--- config.mk ---
export PLATFORM = sky130hd
export DESIGN_NAME = tag_lookup
export DESIGN_NICKNAME = d
export VERILOG_FILES = /design/src/cache_pkg.sv /design/src/tag_lookup.sv
export VERILOG_INCLUDE_DIRS = /design/src
export SDC_FILE = /design/constraint.sdc
export NUM_CORES = 2
export LEC_CHECK = 0
export ABC_CLOCK_PERIOD_IN_PS = 3410
export BUFFER_PORTS_ARGS = -buffer_cell sky130_fd_sc_hd__buf_2
export CAP_MARGIN = 20
export CORE_MARGIN = 2
export CORE_UTILIZATION = 62
export DETAILED_ROUTE_END_ITERATION = 6
export GPL_ROUTABILITY_DRIVEN = 0
export PLACE_DENSITY = 0.8
export SLEW_MARGIN = 20
export SYNTH_ARGS = -nofsm -noshare
export SYNTH_HDL_FRONTEND = slang
export SYNTH_SLANG_ARGS = --single-unit
--- constraint.sdc ---
create_clock -name clk -period 3.41 [get_ports clk]
set_input_delay 0.8525 -clock clk [delete_from_list [all_inputs] [get_ports clk]]
set_output_delay 0.8525 -clock clk [all_outputs]
set_load 0.01 [all_outputs]
--- src/cache_macros.svh ---
// Cache geometry and derived field widths.
`ifndef CACHE_MACROS_SVH
`define CACHE_MACROS_SVH

// Byte address width of the CPU and external buses.
`define CACHE_ALEN 24

// Words in one cache line.
`define CACHE_LINE_WORDS 16

// Lines held by each way.
`define CACHE_SETS 32

// Number of ways.
`define CACHE_WAYS 2

// Word offset within a line.
`define CACHE_OFS_W 4

// Set index.
`define CACHE_IDX_W 5

// Tag, the word address bits above index and offset.
`define CACHE_TAG_W 13

// Way number.
`define CACHE_WAY_W 1

`endif

--- src/cache_pkg.sv ---
// Cache package with the address union, bus structs, tag structs and lookup result.
`include "cache_macros.svh"

package cache_pkg;

    // Word address, seen flat on the external bus or split inside the cache.
    typedef union packed {
        logic [`CACHE_ALEN-3:0] flat;
        struct packed {
            logic [`CACHE_TAG_W-1:0] tag;
            logic [`CACHE_IDX_W-1:0] index;
            logic [`CACHE_OFS_W-1:0] offset;
        } f;
    } word_addr_u;

    typedef struct packed {
        logic       re;
        logic       we;
        word_addr_u addr;
        logic [31:0] wdata;
    } cpu_req_t;

    typedef struct packed {
        logic       re;
        logic       we;
        word_addr_u addr;
        logic [31:0] wdata;
    } xm_req_t;

    typedef struct packed {
        logic                    valid;
        logic                    dirty;
        logic [`CACHE_TAG_W-1:0] tag;
    } tag_entry_t;

    // One tag RAM word: every way of a set plus the round-robin pointer.
    typedef struct packed {
        tag_entry_t [`CACHE_WAYS-1:0] way;
        logic [`CACHE_WAY_W-1:0]      next;
    } tag_set_t;

    typedef struct packed {
        cpu_req_t                req;
        logic                    hit;
        logic [`CACHE_WAY_W-1:0] hit_way;
        logic [`CACHE_WAY_W-1:0] victim_way;
        logic                    victim_dirty;
        logic [`CACHE_TAG_W-1:0] victim_tag;
    } lookup_t;

    typedef struct packed {
        logic        ready;
        logic [31:0] rdata;
    } cpu_resp_t;

endpackage

--- src/tag_lookup.sv ---
// Request capture, tag RAM, hit decode and tag update merge.
`timescale 1ns/10ps
`include "cache_macros.svh"

module tag_lookup (
    input  logic                clk,
    input  logic                rst,
    input  cache_pkg::cpu_req_t cpu_req,
    input  logic                busy,
    input  logic                tag_upd_we,
    input  cache_pkg::tag_set_t tag_upd,
    output cache_pkg::lookup_t  lookup
);
    import cache_pkg::*;

    tag_set_t                tag_ram [`CACHE_SETS];
    cpu_req_t                req_q;
    tag_set_t                tag_q;
    logic [`CACHE_IDX_W-1:0] rd_idx;
    logic [`CACHE_IDX_W-1:0] wr_idx;
    logic [`CACHE_WAYS-1:0]  match;
    logic                    hit;
    logic [`CACHE_WAY_W-1:0] hit_way;
    logic                    wr_en;
    tag_set_t                wr_set;

    // While a miss is serviced the held request keeps its set on the read port.
    assign rd_idx = busy ? req_q.addr.f.index : cpu_req.addr.f.index;
    assign wr_idx = req_q.addr.f.index;

    always_ff @(posedge clk) begin
        if (rst) begin
            req_q <= '0;
        end else if (!busy) begin
            req_q <= cpu_req;
        end
    end

    // Tag RAM; a write to the set being read is forwarded.
    always_ff @(posedge clk) begin
        if (rst) begin
            for (int i = 0; i < `CACHE_SETS; i++) begin
                tag_ram[i] <= '0;
            end
            tag_q <= '0;
        end else begin
            if (wr_en) begin
                tag_ram[wr_idx] <= wr_set;
            end
            if (wr_en && wr_idx == rd_idx) begin
                tag_q <= wr_set;
            end else begin
                tag_q <= tag_ram[rd_idx];
            end
        end
    end

    // Hit decode.
    always_comb begin
        hit_way = '0;
        for (int w = 0; w < `CACHE_WAYS; w++) begin
            match[w] = tag_q.way[w].valid && tag_q.way[w].tag == req_q.addr.f.tag;
            if (match[w]) begin
                hit_way = `CACHE_WAY_W'(w);
            end
        end
        hit = |match;
    end

    // Refill updates replace the victim entry; write hits only set dirty.
    always_comb begin
        wr_set = tag_q;
        wr_en  = 1'b0;
        if (tag_upd_we) begin
            wr_en                  = 1'b1;
            wr_set.way[tag_q.next] = tag_upd.way[tag_q.next];
            wr_set.next            = tag_upd.next;
        end else if (req_q.we && hit && !busy) begin
            wr_en                    = 1'b1;
            wr_set.way[hit_way].dirty = 1'b1;
        end
    end

    always_comb begin
        lookup              = '0;
        lookup.req          = req_q;
        lookup.hit          = hit;
        lookup.hit_way      = hit_way;
        lookup.victim_way   = tag_q.next;
        lookup.victim_dirty = tag_q.way[tag_q.next].valid && tag_q.way[tag_q.next].dirty;
        lookup.victim_tag   = tag_q.way[tag_q.next].tag;
    end

endmodule

# Yosys cells after proc, flatten, opt, wreduce, memory -nomap -nowiden
# Memory sizes are Yosys's and may differ from the RTL's. A register that Yosys moved wholly into a read port is not among the register bits.
# Cells that the tools add are included.
# word_totals
register_bits	56
latchBits	0
ram_bits	992
romBits	0
out_inout_bits	73
memories	1
# memory_table
memory	depth	width	read_ports	rd_ports_with_merged_regs	write_ports	line	rtl
tag_ram	32	31	1	1	32	tag_lookup.sv:16	tag_set_t tag_ram [`CACHE_SETS];
# classes
addsub	0
n_mul	0
div_mod_pow	0
order_cmp	4
n_eq_ne	2
shifts	0
muxes	25
bitwise	0
reduce_logical	10
# ops
cell	n
2-to-1 mux 15 bit	5
bitwise mux 30 bit	2
2-to-1 mux 30 bit	2
2-to-1 mux 31 bit	1
OR reduction 31 bit	1
demux 15 bit (select 1 bit)	2
equality test 13 bit	2
2-to-1 mux 14 bit	1
2-to-1 mux 1 bit	10
2-to-1 mux 5 bit	2
logical AND 1 bit	7
less-than comparator 1 x 2 -> 1 bit (second input constant)	2
>= comparator 1 bit (second input constant)	2
OR reduction 2 bit	1
zero test 1 bit	1

# Longest topological paths before layout
# depth
word_depth	12
mapped_depth	12
depth_no_buf	7

# Least setup slack after synthesis
# No wires, ideal clock.
# synth_path
kind	flip-flop to flip-flop
from	reg req_q, in the netlist lookup[64]
to	mem tag_ram[11][0] in the netlist's numbering, enable pin
arrival_ps	2687
t_required_ps	3021
setup_slack_ps	334
path_stages_with_launch	9
n_path_buf	2
period_less_slack_ps	3076
path_cell_list	dfxtp_1 -> xnor2_1 -> nand4_1 -> or4_4 -> a21oi_2 -> or2_2 -> clkbuf_1 -> buf_2 -> a41o_1
# synth_rtl
item	line	rtl
from (decl)	tag_lookup.sv:17	cpu_req_t req_q;
from (signal assigned)	tag_lookup.sv:35	req_q <= cpu_req;
to (decl)	tag_lookup.sv:16	

==> reports/metrics.csv <==
stage,metric,value,unit
synthesis,"Top FF cell, synth",edfxtp_1,
clock_tree,CTS tree,built,
worst_setup_path,Setup crit end kind,primary output,
min_path,Tightest Hold Check Type,input port to register,
routing,WL/cell,27.3,µm
routing,post-route ant nets,0,
floorplan,row count,102,
worst_setup_path,"Req. time, crit path",2.56,ns
worst_setup_path,Critical Setup Path Class,register to primary output,
sta,endpoints failing setup,0,
worst_setup_path,R2R Path Start,lookup[54],
worst_setup_path,"Critical Path, Cell by Cell",xnor2_1 -> nand4_1 -> or4_4 -> inv_1 -> buf_2,
clock_tree,post-CTS setup buffers,0,
sta,final-report max-slew violation count,0,
global_route,initial antenna violation count,8,
floorplan,core area,77100,µm²
routing,Vias,34721,
synthesis,syn_nets,4119,
sta,Slew @ Worst Pin,0.996,ns
worst_setup_path,flop2flop setup slack,0.27,ns
min_path,hold path depth,3,
sta,Fin Clk Skew,0.0274,ns
sta,setup_tns,0,ns
synthesis,Synth cell types,59,
routing,Iter 0 DRT Violations,5305,
sta,RSZ-0062 raised after global routing,false,
worst_setup_path,crit path DAT,2.46,ns
global_route,global-route wire length before repair,210000,µm
clock_tree,Root Driver,clkbuf_16,
worst_setup_path,crit path buf inv count,2,
floorplan,Die H,282,µm
worst_setup_path,Crit Path Max Fanout,5,
synthesis,Post-synth EDFFs,992,
worst_setup_path,R2R Path End,tag_q[27],
synthesis,cell taking the most area after synthesis,edfxtp_1,
sta,f_max,302,MHz
global_route,GR Overflow Total,0,
placement,hpwl dp,86500,µm
final_layout,Area growth syn-to-layout,12.6,%
floorplan,Ports,164,
synthesis,Yosys reg bits,1079,
final_layout,Final Core Density,0.702,
worst_setup_path,Critical Path Slowest Stage Cell,or4_4,
worst_setup_path,r2r worst-path depth,8,
min_path,hold_sp,cpu_req[43],
clock_tree,"CTS clk-pin slew, worst paths",0.06,ns
clock_tree,total CTS buffers,107,
global_route,vias in the first global route,33910,
routing,# DRC,0,
worst_setup_path,"delay-heaviest family, CP",simple AND/OR/NAND/NOR gates,
synthesis,top-count cell post-synth,nor2_1,
synthesis,top post-synthesis cells by area,"edfxtp_1, nor2_1, nand2_1",
global_route,gr usage total,0.359,
sta,crit path time final,3.31,ns
routing,Routed Wire Length,143000,µm
clock_tree,clk sink count,1079,
synthesis,Syn Inst Count,4028,
floorplan,Initial Utilization,0.623,
synthesis,commonest cells in the netlist,"nor2_1, edfxtp_1, nand2_1",
synthesis,sequential cell area fraction in the yosys report,0.657,
sta,Hold Fails Final Rpt,0,
floorplan,Die Footprint,79700,µm²
synthesis,Ys Warns,0,
min_path,WHS Endpoint,lookup[60],
routing,DR vias/cell,6.62,
synthesis,"FFs w/ async S/R, synth",0,
clock_tree,CTS H-Tree Depth,3,
worst_setup_path,CP Launch Type,register,
run,MaxCap Viol Count,0,
clock_tree,clk buf depth,3,
power_and_ir_drop,peak supply drop,0.000455,V
floorplan,Horiz. Die Dim,282,µm
clock_tree,clock latency on the worst-skew pair,0.68,ns
synthesis,post-synth top area share,0.620,
power_and_ir_drop,PwrDens,550,nW/µm²
clock_tree,post_cts resized,0,
routing,DR pass1 iterations,7,
synthesis,Mean Syn Cell Area,11.9,µm²
sta,Tcrit/Tclk final,0.970,
placement,I/O Buffers,163,
clock_tree,hold buffers post-CTS,0,
global_route,largest net degree at the start of global routing,61,
worst_setup_path,crit-path max cell delay,0.60,ns
sta,Slew HR,0.335,
power_and_ir_drop,Pleak,0.0191,µW
status,outcome,"complete, no violations",
synthesis,"Cell Area, Synth",48000,µm²
final_layout,share of cells above drive strength 1,0.172,
final_layout,# nets final,4201,
## worst min-delay path, stage by stage
cell	delay (ns)
buf_2	0.07
mux2i_1	0.05
nor2_1	0.07
## sequential cells by signal (all words and copies together) (netlist names)
| name | count |
|---|---|
| tag_q | 30 |
| tag_ram | 992 |
| lookup | 57 |
## kinds of logic (layout without fill, tap and decap cells)
| group | after synthesis | count (layout) | share of synthesized area |
|---|---|---|---|
| simple gates | 1962 | 1962 | 0.170 |
| flops | 1079 | 1079 | 0.657 |
| buf+inv | 393 | 562 | 0.0393 |
| mux | 299 | 299 | 0.0813 |
| compound gates | 264 | 264 | 0.0473 |
| xor+xnor | 31 | 31 | 0.00565 |
| other cells | 0 | 5 | 0 |
## stage by stage
step                power (µW)  std cells  cell area [µm²]  hold WS (ns)  worst slack [ns]
floorplan                17400       4028            48000         0.535             0.334
global route             30400       5239            54100         0.412            0.0825
finish                   29800       5242            54100         0.421             0.102
detailed placement       18800       5041            50800         0.481            0.0156
global placement         18700       5041            50800         0.470            0.0296
CTS                      29700       5237            54100         0.404             0.140
## per-layer routing
metal	GRT usage	up-vias	wire (µm)
met1	0.455	16730	46300
met2	0.564	2959	66300
met4	0.236	8	10600
li1	-	14444	-
met5	0	-	56
met3	0.0773	580	20000
## placed cells by master (no fill, tap or decap), drive strengths merged, types with 4 or more instances in the layout
cell type and count:
nor2 1056, edfxtp 992, nand2 517, buf 359
mux2i 187, nand3 179, clkbuf 145, dfxtp 87
mux4 67, nand4 65, nand2b 61, a221o 60
a31oi 59, clkinv 46, mux2 45, nor3 39
o21ai 31, and4 29, a21o 29, a311oi 29
xnor2 28, a31o 24, inv 9, a41o 8
diode 5, nor2b 4, o22ai 4
## worst max path at each step
stage,startpoint,endpoint,slack [ns],cells after the start
2_1_floorplan,lookup[64],tag_ram[11][0],0.33,8
3_3_place_gp,busy,tag_q[27],0.03,8
3_5_place_dp,busy,tag_q[27],0.02,8
4_1_cts,tag_q[23],lookup[15],0.14,5
5_1_grt,tag_q[23],lookup[15],0.08,5
6_report,tag_q[23],lookup[15],0.10,5
## layout make-up
| class | instances | area [µm²] |
|---|---|---|
| sequential | 1079 | 31500 |
| inverter | 7 | 26.3 |
| antenna | 5 | 12.5 |
| tap | 1040 | 1300 |
| timing repair buffer | 359 | 3130 |
| multi-input combinational | 2556 | 14800 |
| fill | 5097 | 23000 |
| clock inverter | 51 | 304 |
| clock buffer | 145 | 2970 |
## power breakdown
group          leakage, µW  switching (µW)  internal [µW]
Sequential          0.0110             283          15000
Combinational      0.00653            2230           1170
Clock              0.00163            4920           6220
Total               0.0191            7430          22300
Power figures use the tool's default switching activity.
