$ cat src/cache_macros.svh
// Cache geometry and derived field widths.
`ifndef CACHE_MACROS_SVH
`define CACHE_MACROS_SVH

// Byte address width of the CPU and external buses.
`define CACHE_ALEN 24

// Words in one cache line.
`define CACHE_LINE_WORDS 16

// Lines held by each way.
`define CACHE_SETS 32

// Number of ways.
`define CACHE_WAYS 2

// Word offset within a line.
`define CACHE_OFS_W 4

// Set index.
`define CACHE_IDX_W 5

// Tag, the word address bits above index and offset.
`define CACHE_TAG_W 13

// Way number.
`define CACHE_WAY_W 1

`endif

$ cat src/cache_pkg.sv
// Cache package with the address union, bus structs, tag structs and lookup result.
`include "cache_macros.svh"

package cache_pkg;

    // Word address, seen flat on the external bus or split inside the cache.
    typedef union packed {
        logic [`CACHE_ALEN-3:0] flat;
        struct packed {
            logic [`CACHE_TAG_W-1:0] tag;
            logic [`CACHE_IDX_W-1:0] index;
            logic [`CACHE_OFS_W-1:0] offset;
        } f;
    } word_addr_u;

    typedef struct packed {
        logic       re;
        logic       we;
        word_addr_u addr;
        logic [31:0] wdata;
    } cpu_req_t;

    typedef struct packed {
        logic       re;
        logic       we;
        word_addr_u addr;
        logic [31:0] wdata;
    } xm_req_t;

    typedef struct packed {
        logic                    valid;
        logic                    dirty;
        logic [`CACHE_TAG_W-1:0] tag;
    } tag_entry_t;

    // One tag RAM word: every way of a set plus the round-robin pointer.
    typedef struct packed {
        tag_entry_t [`CACHE_WAYS-1:0] way;
        logic [`CACHE_WAY_W-1:0]      next;
    } tag_set_t;

    typedef struct packed {
        cpu_req_t                req;
        logic                    hit;
        logic [`CACHE_WAY_W-1:0] hit_way;
        logic [`CACHE_WAY_W-1:0] victim_way;
        logic                    victim_dirty;
        logic [`CACHE_TAG_W-1:0] victim_tag;
    } lookup_t;

    typedef struct packed {
        logic        ready;
        logic [31:0] rdata;
    } cpu_resp_t;

endpackage

$ cat src/line_transfer.sv
// Miss FSM with dirty write-back, line fill, hit data return and external bus control.
`timescale 1ns/10ps
`include "cache_macros.svh"

module line_transfer (
    input  logic                                 clk,
    input  logic                                 rst,
    input  cache_pkg::lookup_t                   lookup,
    input  cache_pkg::word_addr_u                cpu_addr,
    input  logic [`CACHE_WAYS-1:0][31:0]         rd_words,
    input  logic                                 xm_ready,
    input  logic [31:0]                          xm_rdata,
    output cache_pkg::xm_req_t                   xm_req,
    output logic                                 busy,
    output logic                                 tag_upd_we,
    output cache_pkg::tag_set_t                  tag_upd,
    output logic                                 wr_en,
    output logic [`CACHE_WAY_W-1:0]              wr_way,
    output logic [`CACHE_IDX_W+`CACHE_OFS_W-1:0] wr_addr,
    output logic [31:0]                          wr_data,
    output logic [`CACHE_IDX_W+`CACHE_OFS_W-1:0] rd_index,
    output cache_pkg::cpu_resp_t                 cpu_resp
);
    import cache_pkg::*;

    typedef enum logic [1:0] {
        S_IDLE,
        S_WB,
        S_FILL,
        S_DONE
    } state_t;

    state_t                  state;
    logic [`CACHE_OFS_W-1:0] cnt;
    logic [`CACHE_WAY_W-1:0] vway;
    logic [`CACHE_TAG_W-1:0] vtag;
    logic [`CACHE_IDX_W-1:0] idx;
    logic [`CACHE_WAY_W-1:0] way_sel;
    logic                    req_valid;
    logic                    miss;
    logic                    wr_hit;
    logic                    last;

    assign idx       = lookup.req.addr.f.index;
    assign req_valid = lookup.req.re || lookup.req.we;
    assign miss      = state == S_IDLE && req_valid && !lookup.hit;
    assign wr_hit    = state == S_IDLE && lookup.req.we && lookup.hit;
    assign last      = cnt == `CACHE_OFS_W'(`CACHE_LINE_WORDS - 1);
    assign busy      = state != S_IDLE;

    always_ff @(posedge clk) begin
        if (rst) begin
            state <= S_IDLE;
            cnt   <= '0;
        end else begin
            case (state)
                S_IDLE: begin
                    if (miss) begin
                        state <= lookup.victim_dirty ? S_WB : S_FILL;
                        cnt   <= '0;
                    end
                end
                S_WB: begin
                    if (xm_ready) begin
                        cnt <= cnt + 1'b1;
                        if (last) begin
                            state <= S_FILL;
                        end
                    end
                end
                S_FILL: begin
                    if (xm_ready) begin
                        cnt <= cnt + 1'b1;
                        if (last) begin
                            state <= S_DONE;
                        end
                    end
                end
                default: begin
                    // Gives the replay read one cycle after the last fill word.
                    state <= S_IDLE;
                end
            endcase
        end
    end

    // Victim captured when the miss is seen.
    always_ff @(posedge clk) begin
        if (miss) begin
            vway <= lookup.victim_way;
            vtag <= lookup.victim_tag;
        end
    end

    // External bus.
    always_comb begin
        xm_req = '0;
        if (state == S_WB) begin
            xm_req.we             = 1'b1;
            xm_req.addr.f.tag    = vtag;
            xm_req.addr.f.index  = idx;
            xm_req.addr.f.offset = cnt;
            xm_req.wdata          = rd_words[vway];
        end else if (state == S_FILL) begin
            xm_req.re             = 1'b1;
            xm_req.addr.f.tag    = lookup.req.addr.f.tag;
            xm_req.addr.f.index  = idx;
            xm_req.addr.f.offset = cnt;
        end
    end

    // Write-back reads the data one word ahead unless stalled.
    always_comb begin
        if (miss) begin
            rd_index = {idx, `CACHE_OFS_W'(0)};
        end else if (state == S_WB) begin
            rd_index = {idx, xm_ready ? cnt + 1'b1 : cnt};
        end else if (state == S_IDLE) begin
            rd_index = {cpu_addr.f.index, cpu_addr.f.offset};
        end else begin
            rd_index = {idx, lookup.req.addr.f.offset};
        end
    end

    // The victim way gets the new clean tag and the pointer moves past it.
    assign way_sel    = state == S_IDLE ? lookup.victim_way : vway;
    assign tag_upd_we = (miss && !lookup.victim_dirty) || (state == S_WB && xm_ready && last);

    always_comb begin
        tag_upd                    = '0;
        tag_upd.way[way_sel].valid = 1'b1;
        tag_upd.way[way_sel].tag   = lookup.req.addr.f.tag;
        tag_upd.next               = way_sel + 1'b1;
    end

    // CPU write hits and fill words share the data write port.
    always_comb begin
        wr_en   = 1'b0;
        wr_way  = vway;
        wr_addr = {idx, cnt};
        wr_data = xm_rdata;
        if (wr_hit) begin
            wr_en   = 1'b1;
            wr_way  = lookup.hit_way;
            wr_addr = {idx, lookup.req.addr.f.offset};
            wr_data = lookup.req.wdata;
        end else if (state == S_FILL) begin
            wr_en = xm_ready;
        end
    end

    assign cpu_resp.ready = state == S_IDLE && (!req_valid || lookup.hit);
    assign cpu_resp.rdata = rd_words[lookup.hit_way];

endmodule

$ cat config.mk
export PLATFORM = sky130hd
export DESIGN_NAME = line_transfer
export DESIGN_NICKNAME = d
export VERILOG_FILES = /design/src/cache_pkg.sv /design/src/line_transfer.sv
export VERILOG_INCLUDE_DIRS = /design/src
export SDC_FILE = /design/constraint.sdc
export NUM_CORES = 1
export LEC_CHECK = 0
export BUFFER_PORTS_ARGS = -buffer_cell sky130_fd_sc_hd__buf_2
export CAP_MARGIN = 20
export CORE_AREA = 4 4 139 141
export CTS_CLUSTER_DIAMETER = 60
export DETAILED_ROUTE_END_ITERATION = 16
export DIE_AREA = 0 0 143 145
export SETUP_SLACK_MARGIN = 0.02
export SLEW_MARGIN = 40
export SYNTH_ARGS = -nofsm -noshare
export SYNTH_HDL_FRONTEND = slang
export SYNTH_SLANG_ARGS = --single-unit
$ cat constraint.sdc
create_clock -name clk -period 6.5 [get_ports clk]
set_input_delay 1.95 -clock clk [delete_from_list [all_inputs] [get_ports clk]]
set_output_delay 1.95 -clock clk [all_outputs]
set_load 0.01 [all_outputs]
Word-level counts from Yosys, hierarchy flattened

Index checks and enable logic that the tools add are counted.

Input port bits: 194
Register bits: 20
ROM bits: 0
Memories kept: 0
Memory bits (writable): 0
Latch bits: 0
Word-level logic and storage cells: 73

Divide/modulo/power cells: 0
Multiplexer cells: 34
Order comparisons: 4
$add $sub $neg: 2
Equal/unequal tests: 8
Reductions and logical operators: 21
$mul: 0
Bitwise operators: 0
Shift operators: 0

Operators with widths:

| kind                | count |
|---|---|
| $mux 32             | 6 |
| $mux 22             | 2 |
| $bwmux 30           | 1 |
| $demux 15 s1        | 2 |
| $mux 9              | 3 |
| $mux 15             | 1 |
| $mux 13             | 1 |
| $mux 2              | 6 |
| $mux 4              | 3 |
| $ne 2x2->1 const B  | 5 |
| $logic_and 1x1->1   | 9 |
| $pmux 4 s2          | 1 |
| $mux 1              | 7 |
| $lt 1x2->1 const B  | 3 |
| $pmux 2 s3          | 1 |
| $reduce_and 5->1    | 1 |
| $add 4x1->4 const B | 1 |
| $eq 4x4->1 const B  | 1 |
| $reduce_bool 2->1   | 2 |
| $logic_not 1->1     | 3 |
| $logic_or 1x1->1    | 3 |
| $eq 2x1->1 const B  | 1 |
| $eq 2x2->1 const B  | 1 |
| $logic_not 2->1     | 1 |
| 4 further kinds     | 4 |

Depth between registers and ports, before layout

Depth in word-level cells: 7
Gate-level depth with buffers: 7

Least setup slack after synthesis

Ideal clock, no wire load.

Path kind: input -> output
From: input port lookup[16] (netlist bit)
To: output port tag_upd_we
Arrival time: 3.196 ns
Cell stages on the path: 3
Required time: 4.550 ns
Slack: 1.354 ns
Buffers on the path: 0
Cell sequence: o21bai_1 -> nor2_1 -> a22o_1

Longest elaborated chain between the ends: 4

RTL lines:

| item              | RTL line             | text |
|---|---|---|
| start, declared   | line_transfer.sv:8   | `input cache_pkg::lookup_t lookup,` |
| $logic_not 1->1   | line_transfer.sv:46  | `assign miss = state == S_IDLE && req_valid && !lookup.hit;` |
| $logic_and 1x1->1 | line_transfer.sv:46  |  |
| net miss          | line_transfer.sv:40  | `logic miss;` |
| $logic_and 1x1->1 | line_transfer.sv:127 | `assign tag_upd_we = (miss && !lookup.victim_dirty) \|\| (state == S_WB && xm_ready && last);` |
| $logic_or 1x1->1  | line_transfer.sv:127 |  |
| end, declared     | line_transfer.sv:15  | `output logic tag_upd_we,` |

The timed path passes the listed nets, and every way through them passes these cells.

Worst setup path after layout

From: input port lookup[71] (netlist bit)
To: output port rd_index[7]

Longest elaborated chain between the ends: 4

RTL lines:

| item                            | RTL line             | text |
|---|---|---|
| $logic_or 1x1->1                | line_transfer.sv:45  | `assign req_valid = lookup.req.re \|\| lookup.req.we;` |
| $logic_and 1x1->1 (2 in series) | line_transfer.sv:46  |  |
| $mux 9                          | line_transfer.sv:114 | `if (miss) begin` |
| end, declared                   | line_transfer.sv:21  | `` output logic [`CACHE_IDX_W+`CACHE_OFS_W-1:0] rd_index, `` |

No other way between the ends.

==> metrics.log <==
INFO  metric post_cts_hold_buffer_count = 0
INFO  metric worst-endpoint-required = around 4.6 ns
INFO  metric holdCritStartpoint = state[0]
INFO  metric critical_path.top_delay_family = simple AND/OR/NAND/NOR gates
INFO  metric rr_worst_depth = 5
INFO  metric hold_depth = 2
INFO  metric dr_total_vias = 3663
INFO  metric post_route_cells_drive_above_1_share = 0.663
INFO  metric cp_cell_sequence = buf_2 -> o21ba_2 -> or3_1 -> mux2_4 -> buf_2
INFO  metric nets = about 870
INFO  metric synth.lib_cells_used.distinct = between 40 and 50
INFO  metric asyncSetResetFlopFracSynth = 0
INFO  metric synth-edff-count = 14
INFO  metric routed_wire_length_per_instance = around 16 µm
INFO  metric timing.critical_path.from = lookup[71]
INFO  metric cts_tree = done
INFO  metric ys_warn_count = 0
INFO  metric total_count_of_hold_check_failures_in_the_final_report = 0
INFO  metric global_route_wire_length_before_repair = between 15000 and 20000 µm
INFO  metric die_area = a little over 20000 µm²
INFO  metric setup_total_negative_slack = 0 ns
INFO  metric finalWorstPathRequiredPeriod = between 5 and 6 ns
INFO  metric layout.filler_cells = about 2000
INFO  metric n_antenna_cell = 0
INFO  metric post-route-drc-count = 0
INFO  metric maxSlewHeadroom = 0.474
INFO  metric critical_path.startpoint_type = input port
INFO  metric start_util = 0.167
INFO  metric postCtsSetupRepairBufs = 0
INFO  metric critical_path.max_stage_delay = roughly 0.47 ns
INFO  metric stdcell_area = roughly 5000 µm²
INFO  metric drt-pass1-iter-count = 4
INFO  metric worst_setup_hold_path_clk_slew = ~0.060 ns
INFO  metric worst_slack = 1.29 ns
INFO  metric timing.critical_path.mode_cell = buf_2
INFO  metric die_y = approximately 150 µm
INFO  metric fmax = 0.192 GHz
INFO  metric areaGrowthSynthToFinish = 66.7%
INFO  metric report.final.slew_viol_count = 0
INFO  metric floorplan.die.width = 143 µm
INFO  metric peakVddDrop = around 0.00019 V
INFO  metric rsz0062_at_grt = false
INFO  metric grt_pass1_vias = around 3500
INFO  metric core-area = approximately 18000 µm²
INFO  metric num_rows = a little under 50
INFO  metric synth.cell_area = 3000 µm²
INFO  metric cp_num_cells = 5
INFO  metric avg_inst_size_synth = ~9 µm²
INFO  metric ant_nets = 0
INFO  metric gr_util_met1 = 0.147
INFO  metric leakage = roughly 0.0027 µW
INFO  metric gp_routability_congestion = approximately 0.86
INFO  metric sequential_area_share_after_synthesis = 0.180
INFO  metric dp_slack = approximately 1.3 ns
INFO  metric criticalPathCategory = input port to output port
INFO  metric syn_inst = 339
INFO  metric timing.critical_path.arrival = between 3 and 4 ns
INFO  metric multi_input_area = about 2200 µm²
INFO  metric cts_inserted_buffers = 3
INFO  metric reg2reg_from = state[0]
INFO  metric dr.first_iter.drc_count = 104
INFO  metric timing_worst_slew_pin_value = slightly below 0.8 ns
INFO  metric h-tree-depth = 1
INFO  metric timing.clock.skew = around 0.0064 ns
INFO  metric grt_start_max_net_pins = 46
INFO  metric top_library_cells_by_usage_in_the_layout_fill_and_taps_aside = buf_2, mux2_2, nor2b_1
INFO  metric timing.critical_path.slowest_stage_cell = or3_1
INFO  metric setup_violations = 0
INFO  metric gr-usage-met3 = 0.0207
INFO  metric maxCapViolCount = 0
INFO  metric grt_usage = 0.119
INFO  metric status = finished clean
INFO  metric grt_busiest_layer = met2
INFO  metric regArea = between 500 and 600 µm²
INFO  metric synth_ff_type = edfxtp_1
INFO  metric clk_root_buffer_cell = clkbuf_16
INFO  metric grt_antenna_before_repair = 0
INFO  metric sink_count_of_the_clock_tree = 20
INFO  metric grt_overflow_total = 0
INFO  metric clockBufferDepth = 2
INFO  metric pin_count = 368
INFO  metric port_buffers = 352
INFO  metric layout_commonest_cell = buf_2
INFO  metric critPathBufInv = 2
INFO  metric end_kind = output port
INFO  metric final-instance-count-excl-fill = 893
INFO  metric routed_via_density = roughly 4
INFO  metric power_per_cell_area = around 270 nW/µm²
INFO  metric yosys_register_bits = 20
INFO  metric worstHoldPathType = flop to flop
INFO  metric post_dp_hpwl = between 10000 and 15000 µm
INFO  metric cts_repair_resize_count = 0
INFO  metric routed_wl = 14000 µm
INFO  metric grtUsageMet2 = 0.212
INFO  metric post-place-cells = between 800 and 900
INFO  metric detailed_place.area = about 4900 µm²
INFO  metric layout.core_utilization = 0.278
INFO  metric clock_insertion_delay_worst_skew = roughly 0.25 ns
INFO  metric cp_max_fo = 5
INFO  metric min_period_over_period = 0.801
[routing by layer]
layer / wire [µm] / share of wire
met1: 5590 / 0.40
met2: 6730 / 0.48
met3: 1390 / 0.10
met4: 265 / 0.019
met5: 0 / 0
[Yosys cell counts (all sizes together), types with 2 or more instances]
master,instances,area [µm²]
mux2,74,852
nor2b,59,369
mux2i,34,353
nand2,34,128
buf,24,154
edfxtp,14,420
o21ai,14,70.1
and2,13,81.3
clkbuf,12,45.0
inv,8,32.5
a211oi,7,52.6
dfxtp,6,120
ha,6,75.1
nor2,4,15.0
o32ai,3,26.3
nand3,2,10.0
o211ai,2,15.0
o41ai,2,17.5
xor2,2,17.5
[layout make-up]
cell class                 count  share of cell area
clock buffer                   3              0.0150
clock inverter                 1             0.00601
inverter                       8             0.00651
multi-input combinational    276               0.448
sequential                    20               0.108
tap                          229              0.0574
timing repair buffer         356               0.359
[stage by stage]
stage          hold WS, ns  total power, µW
5_1_grt              0.555             1460
6_report             0.536             1360
3_5_place_dp         0.527             1200
3_3_place_gp         0.507             1200
2_1_floorplan        0.481              819
4_1_cts              0.536             1380
[cell families after synthesis]
logic type,after synthesis,synth area share
AO/OA/AOI/OAI,38,0.0877
XOR/XNOR,3,0.00877
adder cells (fa/ha/maj),6,0.0251
buffers and inverters,44,0.0772
flip-flops,20,0.180
multiplexers,108,0.402
other,1,0.00125
AND/OR/NAND/NOR,119,0.218
[worst register-to-register path: stages, from the launching register on]
cell and delay, ns:
dfxtp_1 0.41, inv_1 0.11, ha_1 0.42, nor2_1 0.63, a2bb2oi_1 0.34, mux2i_1 0.21
[power by group]
| group | switching [µW] | total, µW | internal, µW | leakage (µW) |
|---|---|---|---|---|
| clock network | 49.9 | 172 | 122 | 0.0000511 |
| logic | 564 | 1010 | 441 | 0.00242 |
| registers | 14.1 | 180 | 166 | 0.000181 |
| total | 628 | 1360 | 730 | 0.00265 |
[sequential cells by signal, indices dropped and copies added (netlist names)]
name and flops:
cnt 4, vtag 13, state 2, vway 1
[final timing paths]
kind,endpoint,slack [ns]
max,rd_index[7],1.29
min,state[0],0.54
max reg2reg,state[0],4.31
min reg2reg,state[0],0.54
(Power assumes the default switching activity.)
